$ cat src/hw/xif_settings.svh
/*
  Extension interface widths
  Shared sizes for operands, transaction ids and operand count
*/
`ifndef XIF_SETTINGS_SVH
`define XIF_SETTINGS_SVH

// Operand and result width
`define XIF_XLEN 32

// Transaction id width
`define XIF_ID_BITS 3

// Source operands carried by each issue request
`define XIF_NUM_RS 3

`endif

$ cat src/hw/core_pkg.sv
/*
  Core side types
  Operand bundle from issue, exception record for writeback,
  privilege levels and the exception causes used here
*/
`include "xif_settings.svh"

package core_pkg;

  typedef enum logic [1:0] {
    PRIV_U = 2'd0,
    PRIV_S = 2'd1,
    PRIV_M = 2'd3
  } priv_lvl_e;

  // Causes fit in the 6-bit exccode of a result
  typedef enum logic [5:0] {
    CAUSE_ILLEGAL_INSTR = 6'd2,
    CAUSE_XBOUND        = 6'd24
  } exc_cause_e;

  // Operands as delivered by the issue stage
  typedef struct packed {
    logic [`XIF_ID_BITS-1:0] trans_id;
    logic [`XIF_XLEN-1:0]    operand_a;
    logic [`XIF_XLEN-1:0]    operand_b;
    logic [`XIF_XLEN-1:0]    imm;
  } fu_data_t;

  typedef struct packed {
    logic                 valid;
    logic [`XIF_XLEN-1:0] cause;
    logic [`XIF_XLEN-1:0] tval;
  } exception_t;

endpackage

$ cat src/hw/xif_pkg.sv
/*
  Extension interface types
  Request and response bundles between core and coprocessor,
  custom-0 encodings and the coprocessor operation enum
*/
`include "xif_settings.svh"

package xif_pkg;

  // Major opcode of the custom-0 space
  localparam logic [6:0] OPCODE_CUSTOM0 = 7'b0001011;

  // funct3 selects the operation when funct7 is zero
  typedef enum logic [2:0] {
    F3_XADD3  = 3'b000,
    F3_XMULLO = 3'b001,
    F3_XMAXU  = 3'b010,
    F3_XBOUND = 3'b011
  } xif_funct3_e;

  typedef enum logic [2:0] {
    OP_XADD3,
    OP_XMULLO,
    OP_XMAXU,
    OP_XBOUND,
    OP_NONE
  } xif_op_e;

  typedef logic [`XIF_NUM_RS-1:0][`XIF_XLEN-1:0] xif_rs_t;

  typedef struct packed {
    logic [31:0]             instr;
    logic [1:0]              mode;
    logic [`XIF_ID_BITS-1:0] id;
    xif_rs_t                 rs;
    logic [`XIF_NUM_RS-1:0]  rs_valid;
  } xif_issue_req_t;

  // Driven by the core
  typedef struct packed {
    logic                    issue_valid;
    xif_issue_req_t          issue_req;
    logic                    commit_valid;
    logic [`XIF_ID_BITS-1:0] commit_id;
    logic                    result_ready;
  } xif_req_t;

  typedef struct packed {
    logic [`XIF_ID_BITS-1:0] id;
    logic [`XIF_XLEN-1:0]    data;
    logic                    we;
    logic                    exc;
    logic [5:0]              exccode;
  } xif_result_t;

  // Driven by the coprocessor
  typedef struct packed {
    logic        issue_ready;
    logic        issue_accept;
    logic        result_valid;
    xif_result_t result;
  } xif_resp_t;

  // Decoder to ALU stage 1 contents
  typedef struct packed {
    xif_op_e                 op;
    logic [`XIF_ID_BITS-1:0] id;
    xif_rs_t                 rs;
  } xif_exec_t;

endpackage

$ cat src/hw/xif_alu.sv
/*
  Coprocessor execute stage
  Computes the custom operations from stage 1 and holds a result
  record in stage 2 until the core takes it
*/
`timescale 1ns/1ps
`include "xif_settings.svh"

module xif_alu
  import xif_pkg::*;
  import core_pkg::*;
(
  input  logic        clk_i,
  input  logic        rst_ni,
  input  xif_exec_t   exec_i,
  input  logic        exec_valid_i,
  input  logic        result_ready_i,
  output logic        alu_ready_o,
  output logic        result_valid_o,
  output xif_result_t result_o
);

  logic [`XIF_XLEN-1:0] rs1;
  logic [`XIF_XLEN-1:0] rs2;
  logic [`XIF_XLEN-1:0] rs3;
  xif_result_t          res_d;
  xif_result_t          res_q;
  logic                 valid_q;

  assign rs1 = exec_i.rs[0];
  assign rs2 = exec_i.rs[1];
  assign rs3 = exec_i.rs[2];

  always_comb begin
    res_d         = '0;
    res_d.id      = exec_i.id;
    res_d.we      = 1'b1;
    case (exec_i.op)
      OP_XADD3: begin
        res_d.data = rs1 + rs2 + rs3;
      end
      OP_XMULLO: begin
        // Low half of the product only
        res_d.data = rs1 * rs2;
      end
      OP_XMAXU: begin
        res_d.data = (rs1 > rs2) ? rs1 : rs2;
      end
      OP_XBOUND: begin
        if (rs1 > rs2) begin
          res_d.we      = 1'b0;
          res_d.exc     = 1'b1;
          res_d.exccode = CAUSE_XBOUND;
        end else begin
          res_d.data = rs1;
        end
      end
      default: begin
        res_d.we = 1'b0;
      end
    endcase
  end

  // Stage 2 advances when empty or when its record is taken
  assign alu_ready_o = ~valid_q | result_ready_i;

  always_ff @(posedge clk_i or negedge rst_ni) begin
    if (!rst_ni) begin
      valid_q <= 1'b0;
    end else if (alu_ready_o) begin
      valid_q <= exec_valid_i;
    end
  end

  always_ff @(posedge clk_i) begin
    if (alu_ready_o && exec_valid_i) begin
      res_q <= res_d;
    end
  end

  assign result_valid_o = valid_q;
  assign result_o       = res_q;

endmodule

$ cat src/hw/xif_decoder.sv
/*
  Coprocessor front end
  Decodes custom-0 instructions, decides accept or reject and
  registers accepted work as ALU stage 1
*/
`timescale 1ns/1ps

module xif_decoder
  import xif_pkg::*;
  import core_pkg::*;
(
  input  logic      clk_i,
  input  logic      rst_ni,
  input  xif_req_t  xif_req_i,
  input  logic      alu_ready_i,
  output logic      issue_ready_o,
  output logic      issue_accept_o,
  output xif_exec_t exec_o,
  output logic      exec_valid_o
);

  xif_op_e   op;
  logic      accept;
  logic      issue_hs;
  xif_exec_t exec_q;
  logic      exec_valid_q;

  always_comb begin
    op = OP_NONE;
    if (xif_req_i.issue_req.instr[6:0] == OPCODE_CUSTOM0 &&
        xif_req_i.issue_req.instr[31:25] == 7'b0) begin
      case (xif_req_i.issue_req.instr[14:12])
        F3_XADD3:  op = OP_XADD3;
        F3_XMULLO: op = OP_XMULLO;
        F3_XMAXU:  op = OP_XMAXU;
        F3_XBOUND: op = OP_XBOUND;
        default:   op = OP_NONE;
      endcase
    end
  end

  // Multiply is privileged, and all operands must be present
  assign accept = (op != OP_NONE) &&
                  !(op == OP_XMULLO && xif_req_i.issue_req.mode == PRIV_U) &&
                  (&xif_req_i.issue_req.rs_valid);

  assign issue_ready_o  = alu_ready_i;
  assign issue_accept_o = accept;
  assign issue_hs       = xif_req_i.issue_valid & alu_ready_i;

  always_ff @(posedge clk_i or negedge rst_ni) begin
    if (!rst_ni) begin
      exec_valid_q <= 1'b0;
    end else if (alu_ready_i) begin
      exec_valid_q <= issue_hs & accept;
    end
  end

  always_ff @(posedge clk_i) begin
    if (issue_hs && accept) begin
      exec_q.op <= op;
      exec_q.id <= xif_req_i.issue_req.id;
      exec_q.rs <= xif_req_i.issue_req.rs;
    end
  end

  assign exec_o       = exec_q;
  assign exec_valid_o = exec_valid_q;

endmodule

$ cat src/hw/xif_fu.sv
/*
  Core functional unit for offloaded instructions
  Sends issue and commit to the coprocessor, turns its results into
  writebacks and reports rejected issues as illegal instructions
*/
`timescale 1ns/1ps
`include "xif_settings.svh"

module xif_fu
  import xif_pkg::*;
  import core_pkg::*;
(
  input  logic                    clk_i,
  input  logic                    rst_ni,
  input  fu_data_t                fu_data_i,
  input  priv_lvl_e               priv_lvl_i,
  // From issue
  input  logic                    x_valid_i,
  output logic                    x_ready_o,
  input  logic [31:0]             x_off_instr_i,
  // To writeback
  output logic [`XIF_ID_BITS-1:0] x_trans_id_o,
  output logic [`XIF_XLEN-1:0]    x_result_o,
  output logic                    x_we_o,
  output logic                    x_valid_o,
  output exception_t              x_exception_o,
  // To and from the coprocessor
  output xif_req_t                xif_req_o,
  input  xif_resp_t               xif_resp_i
);

  logic                    illegal_q;
  logic                    illegal_d;
  logic [`XIF_ID_BITS-1:0] illegal_id_q;
  logic [31:0]             illegal_instr_q;
  logic                    reject_hs;
  logic                    report_pending;
  logic                    show_illegal;
  logic [`XIF_ID_BITS-1:0] report_id;
  logic [31:0]             report_instr;

  // Request side, no new issue goes out while a report waits
  always_comb begin
    xif_req_o                    = '0;
    xif_req_o.result_ready       = 1'b1;
    xif_req_o.issue_valid        = x_valid_i & ~illegal_q;
    xif_req_o.issue_req.instr    = x_off_instr_i;
    xif_req_o.issue_req.mode     = priv_lvl_i;
    xif_req_o.issue_req.id       = fu_data_i.trans_id;
    xif_req_o.issue_req.rs[0]    = fu_data_i.operand_a;
    xif_req_o.issue_req.rs[1]    = fu_data_i.operand_b;
    xif_req_o.issue_req.rs[2]    = fu_data_i.imm;
    xif_req_o.issue_req.rs_valid = '1;
    // Commit goes with the issue and is never killed
    xif_req_o.commit_valid       = xif_req_o.issue_valid;
    xif_req_o.commit_id          = fu_data_i.trans_id;
  end

  assign x_ready_o = xif_resp_i.issue_ready & ~illegal_q;

  assign reject_hs = xif_req_o.issue_valid & xif_resp_i.issue_ready &
                     ~xif_resp_i.issue_accept;

  // A pending report blocks issue, so the two sources never coincide
  assign report_pending = illegal_q | reject_hs;
  assign report_id      = illegal_q ? illegal_id_q : fu_data_i.trans_id;
  assign report_instr   = illegal_q ? illegal_instr_q : x_off_instr_i;

  // Coprocessor results take the writeback port first
  assign show_illegal = report_pending & ~xif_resp_i.result_valid;
  assign illegal_d    = report_pending & xif_resp_i.result_valid;

  always_comb begin
    x_valid_o           = 1'b0;
    x_trans_id_o        = '0;
    x_result_o          = '0;
    x_we_o              = 1'b0;
    x_exception_o       = '0;
    if (xif_resp_i.result_valid) begin
      x_valid_o           = 1'b1;
      x_trans_id_o        = xif_resp_i.result.id;
      x_result_o          = xif_resp_i.result.data;
      x_we_o              = xif_resp_i.result.we;
      x_exception_o.valid = xif_resp_i.result.exc;
      x_exception_o.cause = {{(`XIF_XLEN-6){1'b0}}, xif_resp_i.result.exccode};
    end else if (show_illegal) begin
      x_valid_o           = 1'b1;
      x_trans_id_o        = report_id;
      x_exception_o.valid = 1'b1;
      x_exception_o.cause = {{(`XIF_XLEN-6){1'b0}}, CAUSE_ILLEGAL_INSTR};
      x_exception_o.tval  = report_instr;
    end
  end

  always_ff @(posedge clk_i or negedge rst_ni) begin
    if (!rst_ni) begin
      illegal_q <= 1'b0;
    end else begin
      illegal_q <= illegal_d;
    end
  end

  // Report payload, captured on the rejecting handshake
  always_ff @(posedge clk_i) begin
    if (reject_hs) begin
      illegal_id_q    <= fu_data_i.trans_id;
      illegal_instr_q <= x_off_instr_i;
    end
  end

endmodule

$ cat src/hw/xif_subsystem.sv
/*
  Extension interface subsystem
  Core functional unit joined to the decoder and ALU coprocessor
*/
`timescale 1ns/1ps
`include "xif_settings.svh"

module xif_subsystem
  import xif_pkg::*;
  import core_pkg::*;
(
  input  logic                    clk_i,
  input  logic                    rst_ni,
  input  fu_data_t                fu_data_i,
  input  priv_lvl_e               priv_lvl_i,
  input  logic                    x_valid_i,
  output logic                    x_ready_o,
  input  logic [31:0]             x_off_instr_i,
  output logic [`XIF_ID_BITS-1:0] x_trans_id_o,
  output logic [`XIF_XLEN-1:0]    x_result_o,
  output logic                    x_we_o,
  output logic                    x_valid_o,
  output exception_t              x_exception_o
);

  xif_req_t    xif_req;
  xif_resp_t   xif_resp;
  xif_exec_t   exec;
  logic        exec_valid;
  logic        alu_ready;
  logic        issue_ready;
  logic        issue_accept;
  logic        result_valid;
  xif_result_t result;

  assign xif_resp = '{issue_ready:  issue_ready,
                      issue_accept: issue_accept,
                      result_valid: result_valid,
                      result:       result};

  xif_fu u_fu (
    .clk_i         (clk_i),
    .rst_ni        (rst_ni),
    .fu_data_i     (fu_data_i),
    .priv_lvl_i    (priv_lvl_i),
    .x_valid_i     (x_valid_i),
    .x_ready_o     (x_ready_o),
    .x_off_instr_i (x_off_instr_i),
    .x_trans_id_o  (x_trans_id_o),
    .x_result_o    (x_result_o),
    .x_we_o        (x_we_o),
    .x_valid_o     (x_valid_o),
    .x_exception_o (x_exception_o),
    .xif_req_o     (xif_req),
    .xif_resp_i    (xif_resp)
  );

  xif_decoder u_decoder (
    .clk_i          (clk_i),
    .rst_ni         (rst_ni),
    .xif_req_i      (xif_req),
    .alu_ready_i    (alu_ready),
    .issue_ready_o  (issue_ready),
    .issue_accept_o (issue_accept),
    .exec_o         (exec),
    .exec_valid_o   (exec_valid)
  );

  xif_alu u_alu (
    .clk_i          (clk_i),
    .rst_ni         (rst_ni),
    .exec_i         (exec),
    .exec_valid_i   (exec_valid),
    .result_ready_i (xif_req.result_ready),
    .alu_ready_o    (alu_ready),
    .result_valid_o (result_valid),
    .result_o       (result)
  );

endmodule

$ cat config.mk
export PLATFORM = sky130hd
export DESIGN_NAME = xif_subsystem
export DESIGN_NICKNAME = d
export VERILOG_FILES = /design/src/hw/core_pkg.sv /design/src/hw/xif_pkg.sv /design/src/hw/xif_alu.sv /design/src/hw/xif_decoder.sv /design/src/hw/xif_fu.sv /design/src/hw/xif_subsystem.sv
export VERILOG_INCLUDE_DIRS = /design/src /design/src/hw
export SDC_FILE = /design/constraint.sdc
export NUM_CORES = 2
export LEC_CHECK = 0
export ABC_CLOCK_PERIOD_IN_PS = 20000
export BUFFER_PORTS_ARGS = -buffer_cell sky130_fd_sc_hd__clkbuf_2
export CORE_ASPECT_RATIO = 2
export CORE_MARGIN = 4
export CORE_UTILIZATION = 53
export CTS_BUF_LIST = sky130_fd_sc_hd__clkbuf_16
export CTS_CLUSTER_DIAMETER = 50
export DETAILED_ROUTE_END_ITERATION = 10
export PLACE_DENSITY_LB_ADDON = 0.1
export SYNTH_ARGS = -nofsm -noshare
export SYNTH_HDL_FRONTEND = slang
export SYNTH_SLANG_ARGS = --single-unit
$ cat constraint.sdc
create_clock -name clk_i -period 20 [get_ports clk_i]
set_input_delay 3 -clock clk_i [delete_from_list [all_inputs] [get_ports clk_i]]
set_output_delay 3 -clock clk_i [all_outputs]
set_load 0.01 [all_outputs]
## Word level (Yosys, flattened, before mapping)

Cells that the tools add are included.

| storage, ports and cells | value |
|---|---|
| output and inout port bits | 103 |
| bits of input ports | 136 |
| logic and storage cells | 65 |
| register bits | 183 |

| cells by class | value |
|---|---|
| magnitude comparators | 1 |
| multipliers | 1 |
| equal/unequal tests | 9 |
| $add $sub $neg | 2 |
| multiplexer cells | 18 |
| bitwise gates (word level) | 9 |
| reductions and logical operators | 10 |

Operator list:

| operator | count |
|---|---|
| $mux W32 | 5 |
| $pmux W32 S4 | 1 |
| $mux W65 | 1 |
| $add A32 B32 Y32 | 2 |
| $mux W33 | 1 |
| $gt A32 B32 Y1 | 1 |
| $mul A32 B32 Y32 | 1 |
| $eq A3 B2 Y1 const B | 4 |
| $mux W3 | 4 |
| $pmux W3 S4 | 1 |
| $eq A3 B1 Y1 const B | 3 |
| $mux W8 | 1 |
| $eq A7 B4 Y1 const B | 1 |
| $logic_not A7 Y1 | 1 |
| $logic_not A3 Y1 | 2 |
| $and A1 B1 Y1 | 5 |
| $logic_and A1 B1 Y1 | 4 |
| $mux W1 | 3 |
| $ne A3 B3 Y1 const B | 1 |
| $not A1 Y1 | 3 |
| $reduce_or A3 Y1 | 1 |
| $logic_not A2 Y1 | 1 |
| $pmux W1 S2 | 1 |
| $logic_not A1 Y1 | 1 |
| $or A1 B1 Y1 | 1 |

## Longest topological paths before layout

| logic depth | value |
|---|---|
| depth after elaboration | 13 |
| gate-level depth with buffers | 29 |
| depth with buffers taken out | 26 |

## Modules after synthesis

A second synthesis with hierarchy kept.

| unflattened totals | value |
|---|---|
| cell total of the unflattened synthesis | 2,686 |
| area, all modules | 27,025.9 µm² |

Modules (own cells, without submodules):

| module | area each (µm²) | cells an instance | times used | seq. area each (µm²) |
|---|---|---|---|---|
| xif_alu | 20,497.2 | 2,221 | 1 | 1,136.1 |
| xif_fu | 3,279.4 | 345 | 1 | 1,076.0 |
| xif_decoder | 3,249.4 | 120 | 1 | 3,088.0 |

## Worst setup path after synthesis

OpenSTA, ideal clock, no wires.

| timing | value |
|---|---|
| path type | input port to flip-flop |
| start | input x_off_instr_i[5] |
| end | register u_decoder.exec_valid_q, in the netlist u_decoder.exec_valid_o |
| data required time | 19.162 ns |
| setup slack | 8.664 ns |
| data arrival time | 10.498 ns |
| path buffers | 0 |
| stages | 3 |
| setup time | 0.838 ns |
| cell sequence | nor4b_1 nand4_1 nor3_1 |

| on the way | value |
|---|---|
| cells in the longest elaborated chain, start to end | 8 |
| elaborated cells on any way between the ends | 9 |
| classes of those cells | 3 x eq/ne; 1 x mux; 1 x bitwise; 4 x reduce/logical |

RTL lines:

| what | RTL line | RTL |
|---|---|---|
| start, declared | xif_subsystem.sv:18 | `input logic [31:0] x_off_instr_i,` |
| $eq A7 B4 Y1 * | xif_decoder.sv:30 | `if (xif_req_i.issue_req.instr[6:0] == OPCODE_CUSTOM0 &&` |
| $logic_and A1 B1 Y1 * | xif_decoder.sv:30 |  |
| $mux W3 * | xif_decoder.sv:30 |  |
| net u_decoder.op[2] | xif_decoder.sv:22 | `xif_op_e op;` |
| $eq A3 B1 Y1 | xif_decoder.sv:44 | `!(op == OP_XMULLO && xif_req_i.issue_req.mode == PRIV_U) &&` |
| $logic_and A1 B1 Y1 | xif_decoder.sv:44 |  |
| $logic_not A1 Y1 | xif_decoder.sv:44 |  |
| $logic_and A1 B1 Y1 * | xif_decoder.sv:43 | `assign accept = (op != OP_NONE) &&` |
| $and A1 B1 Y1 * | xif_decoder.sv:55 | `exec_valid_q <= issue_hs & accept;` |
| end signal, assigned | xif_decoder.sv:55 |  |
| end, declared | xif_decoder.sv:26 | `logic exec_valid_q;` |

The timed path passes the listed nets; every way through them passes the cells marked *.
A chain may end at the register's enable or synchronous reset.

==> run summary <==
The run finished with clean final reports. For this run, design rule violations remaining after detail routing come to 0. A synthesized cell averages 10.1 um2.

The run gives 2 as the maximum root-to-sink buffer count. Once the floorplan was initialized, standard cells occupied 53.8% of the core. The final-report hold violation count was 0; the final worst slack was 11340 ps.

The logs give 0 for the post-cts sizing count and 67 for the distinct cell type count after synthesis. The starting DRC count in detailed routing came out at 1275. The tools report the count of placed standard cells in the final layout, fillers left out as 3347. The worst path uses 43.3% of the clock period.

The tools report the count of yosys warnings during synthesis as 0. The tightest hold path in the finished design has a slack of 428 ps. Prevailing post-synth register cell: sky130_fd_sc_hd__edfxtp_1.

The count of nets left with antenna violations after detail routing was 0. The library cells used most frequently in the layout, excluding fill and tap cells, are sky130_fd_sc_hd__fa_1 (440), sky130_fd_sc_hd__inv_1 (422), sky130_fd_sc_hd__nand2_1 (255), sky130_fd_sc_hd__and2_1 (246), sky130_fd_sc_hd__clkbuf_2 (209). The worst hold path begins at u_decoder.exec_o[98]$_DFFE_PP_.

For the worst-skew pair, the clock arrives at the later sink with an insertion delay of 480 ps. The run gives 0 as the number of buffers added for setup after CTS. IR analysis of the VDD net gives a maximum drop of 57.7 uV.

Along the worst hold path, the cell count comes to 0. The worst register-to-register path ends at u_alu.result_o[36]$_DFFE_PP_. The total overflow left after global routing is 0. Summing over every cut layer, the via total after detailed routing is 19337. Using the TritonRoute via totals, the vias-per-cell ratio works out to 5.78.

The slew at the pin with the worst max-slew slack is 1110 ps. The data required time at the worst endpoint came out at 17000 ps. Timing would allow up to 115 MHz. The logs give 5 for the first-pass detailed-route iteration total and 2533 for the cell count after synthesis. For the final database, setup skew stands at 28.0 ps.

The number of standard-cell rows in the floorplan was 113. The number of buffer cells added on primary ports came out at 209. Of the synthesized area, sequential elements account for 20.7%. The fraction of layout cells with a size suffix above 1 is 11.6%. In the final design database the tool counted 3476 nets.

Summed over all layers, the routed wires come to 84900 um. Counting every sink on the clock net gives 177. The chip height works out to 319 um. The congestion estimate from routability-driven global placement came to 0.955. The final routed wire length divided by cell count was 25.4 um; the maximum number of pins on one net before global-route repair was 62. The root buffer cell chosen for the clock tree is sky130_fd_sc_hd__clkbuf_16. The core region is 47600 um2. Type of the worst min-delay path: flip-flop to flip-flop. For the number of cells in the design after placement, the log shows 3312. The tools report the CTS buffer count as 17. The largest total area in the synthesized netlist belongs to sky130_fd_sc_hd__fa_1. The worst register-to-register path has a setup slack of 11900 ps. The reg-to-reg critical path startpoint is u_decoder.exec_o[16]$_DFFE_PP_. Along the worst path, the maximum fanout reaches 40. The minimum clock period was 8660 ps; the H-tree depth was 4. The logs give 21230 for the number of global-route vias before repair and 11260 ps for the setup slack after placement. Setup repair after global routing left no endpoint under its margin. The leading cell type in the layout, fill and taps excluded is sky130_fd_sc_hd__fa_1. Summed over its instances, the top area cell type makes up 34.4% of the synthesized netlist area. For this run, asynchronously set or reset flops after synthesis account for 1.69%.

Clock slew at the register clock pins of the worst setup and hold paths: 90 ps. The final max-slew violation count was 0; the initial antenna violation count was 4. TritonCTS built the clock tree. Power density normalized to cell area: 29.1 nW/um2. The tools report the critical path endpoint category as a primary output. Relative to the synthesized area, the layout overhead comes to 9.14%.

During I/O placement, the number of pins put on the boundary was 239. Across the run, the number of max-cap violations was 0. The cell area that synthesis handed to floorplanning was 25600 um2. For the worst setup path, the data arrival time is 5660 ps.

The path with the worst hold slack has its endpoint at u_alu.result_o[42]$_DFFE_PP_. Ranked by total cell area, the synthesized netlist is headed by sky130_fd_sc_hd__fa_1 (34%), sky130_fd_sc_hd__edfxtp_1 (20%), sky130_fd_sc_hd__ha_1 (9.8%). Yosys mapped a number of flops with a built-in enable equal to 174.

Global routing used 33.1% of the available tracks across all layers. Register bit total from synthesis: 177. For the worst flop-to-flop path, the logic depth is 21. Hold buffer count at cts: 0. Kind of start point of the critical path: an input port. The run gives 0.813 mW as the power after layout. Detailed placement ended at an HPWL of 65100 um. From left edge to right edge, the die measures 164 um. The class of the most critical setup path is input port to primary output. In this run the tightest slew margin relative to its limit is 26.2%. The die covers 52200 um2. The tools report the sum of negative setup slack as 0 ps.

The logs give 126000 um for the global-route wire length before repair and 0 for the number of failing setup endpoints in the final timing report. The analysis attributes to cell leakage a power of 13.1 nW.
[power breakdown]
part | leakage (nW) | switching, mW | internal (mW)
clock | 0.306 | 0.194 | 0.175
sequential | 1.64 | 0.00108 | 0.410
combinational | 11.2 | 0.0189 | 0.0150
total | 13.1 | 0.214 | 0.600
[logic make-up (layout without fill, tap and decap cells)]
logic type,after synthesis,after routing,share of synthesized area (%)
AND/OR/NAND/NOR,754,754,14.3
adder cells (fa/ha/maj),641,641,44.2
buffers and inverters,567,718,8.80
AO/OA/AOI/OAI,243,243,6.72
flip-flops,177,177,20.7
XOR/XNOR,112,112,3.86
multiplexers,38,38,1.48
other,1,32,0.0146
[cells in the mapped netlist (5+ instances only)]
master                     instances
sky130_fd_sc_hd__nand4_1           9
sky130_fd_sc_hd__a21oi_1          46
sky130_fd_sc_hd__inv_1           422
sky130_fd_sc_hd__o211ai_1         10
sky130_fd_sc_hd__a31oi_1           7
sky130_fd_sc_hd__nand2b_1         13
sky130_fd_sc_hd__ha_1            201
sky130_fd_sc_hd__o31ai_1           6
sky130_fd_sc_hd__a222oi_1          5
sky130_fd_sc_hd__a211oi_1          9
sky130_fd_sc_hd__a21o_1           28
sky130_fd_sc_hd__edfxtp_1        174
sky130_fd_sc_hd__o21ai_0          38
sky130_fd_sc_hd__o21bai_1          7
sky130_fd_sc_hd__and3_1            6
sky130_fd_sc_hd__and2_1          246
sky130_fd_sc_hd__xnor2_1          76
sky130_fd_sc_hd__clkbuf_1        106
sky130_fd_sc_hd__nor2_1          165
sky130_fd_sc_hd__or2_2             5
sky130_fd_sc_hd__o22ai_1          16
sky130_fd_sc_hd__mux2i_1          38
sky130_fd_sc_hd__nor3_1           14
sky130_fd_sc_hd__nand3_1          14
sky130_fd_sc_hd__fa_1            440
sky130_fd_sc_hd__buf_4            33
sky130_fd_sc_hd__nor2b_1           6
sky130_fd_sc_hd__or3_1             5
sky130_fd_sc_hd__o21a_1            6
sky130_fd_sc_hd__nand2_1         255
sky130_fd_sc_hd__xor2_1           35
sky130_fd_sc_hd__a221o_1          24
[layout make-up]
type,instances,area (um2)
fill,4220,19700
multi-input combinational,1817,18200
sequential,177,5300
inverter,426,1600
timing repair buffer,260,1430
tap,632,791
clock buffer,17,425
clock inverter,15,216
antenna,3,7.51
[layer usage]
layer	GRT usage, %	wire [um]	vias to the layer above	share of wire (%)
li1	-	-	8274	-
met1	33.9	27100	9863	32
met2	61.8	45700	876	54
met3	4.87	5380	324	6.3
met4	20.9	6740	0	7.9
met5	0	0	-	0
[sequential cells by signal (all words and copies together), names as in the netlist]
| name | flops |
|---|---|
| u_fu.illegal_instr_q | 32 |
| u_fu.illegal_q | 1 |
| u_alu.result_o | 37 |
| u_decoder.exec_o | 102 |
| u_decoder.exec_valid_o | 1 |
| u_alu.result_valid_o | 1 |
| u_fu.illegal_id_q | 3 |
[through the flow]
step	utilization, %	area [um2]
detailed placement	57.4	27300
floorplan	-	25700
CTS	58.7	28000
finish	58.7	28000
global route	58.7	28000
global placement	57.4	27300
[worst max-delay path by stage]
stage	slack, ps	cells after the start	to	from
3_5_place_dp	11260	9	x_exception_o[9]	x_off_instr_i[3]
2_1_floorplan	8660	3	u_decoder.exec_valid_o$_DFF_PN0_	x_off_instr_i[5]
3_3_place_gp	11370	9	x_exception_o[26]	x_off_instr_i[26]
4_1_cts	11270	9	x_exception_o[9]	x_off_instr_i[26]
6_report	11340	9	x_exception_o[27]	x_off_instr_i[3]
5_1_grt	11100	9	x_exception_o[9]	x_off_instr_i[12]
[worst max-delay path, stage by stage]
cell and delay (ps):
sky130_fd_sc_hd__clkbuf_2 90, sky130_fd_sc_hd__nor4b_1 150, sky130_fd_sc_hd__nand4_1 310, sky130_fd_sc_hd__nor2_1 140, sky130_fd_sc_hd__nor2_4 870, sky130_fd_sc_hd__nor2_1 130, sky130_fd_sc_hd__or2_2 580, sky130_fd_sc_hd__nor2_1 210
sky130_fd_sc_hd__clkbuf_2 150
(Power assumes the default switching activity.)
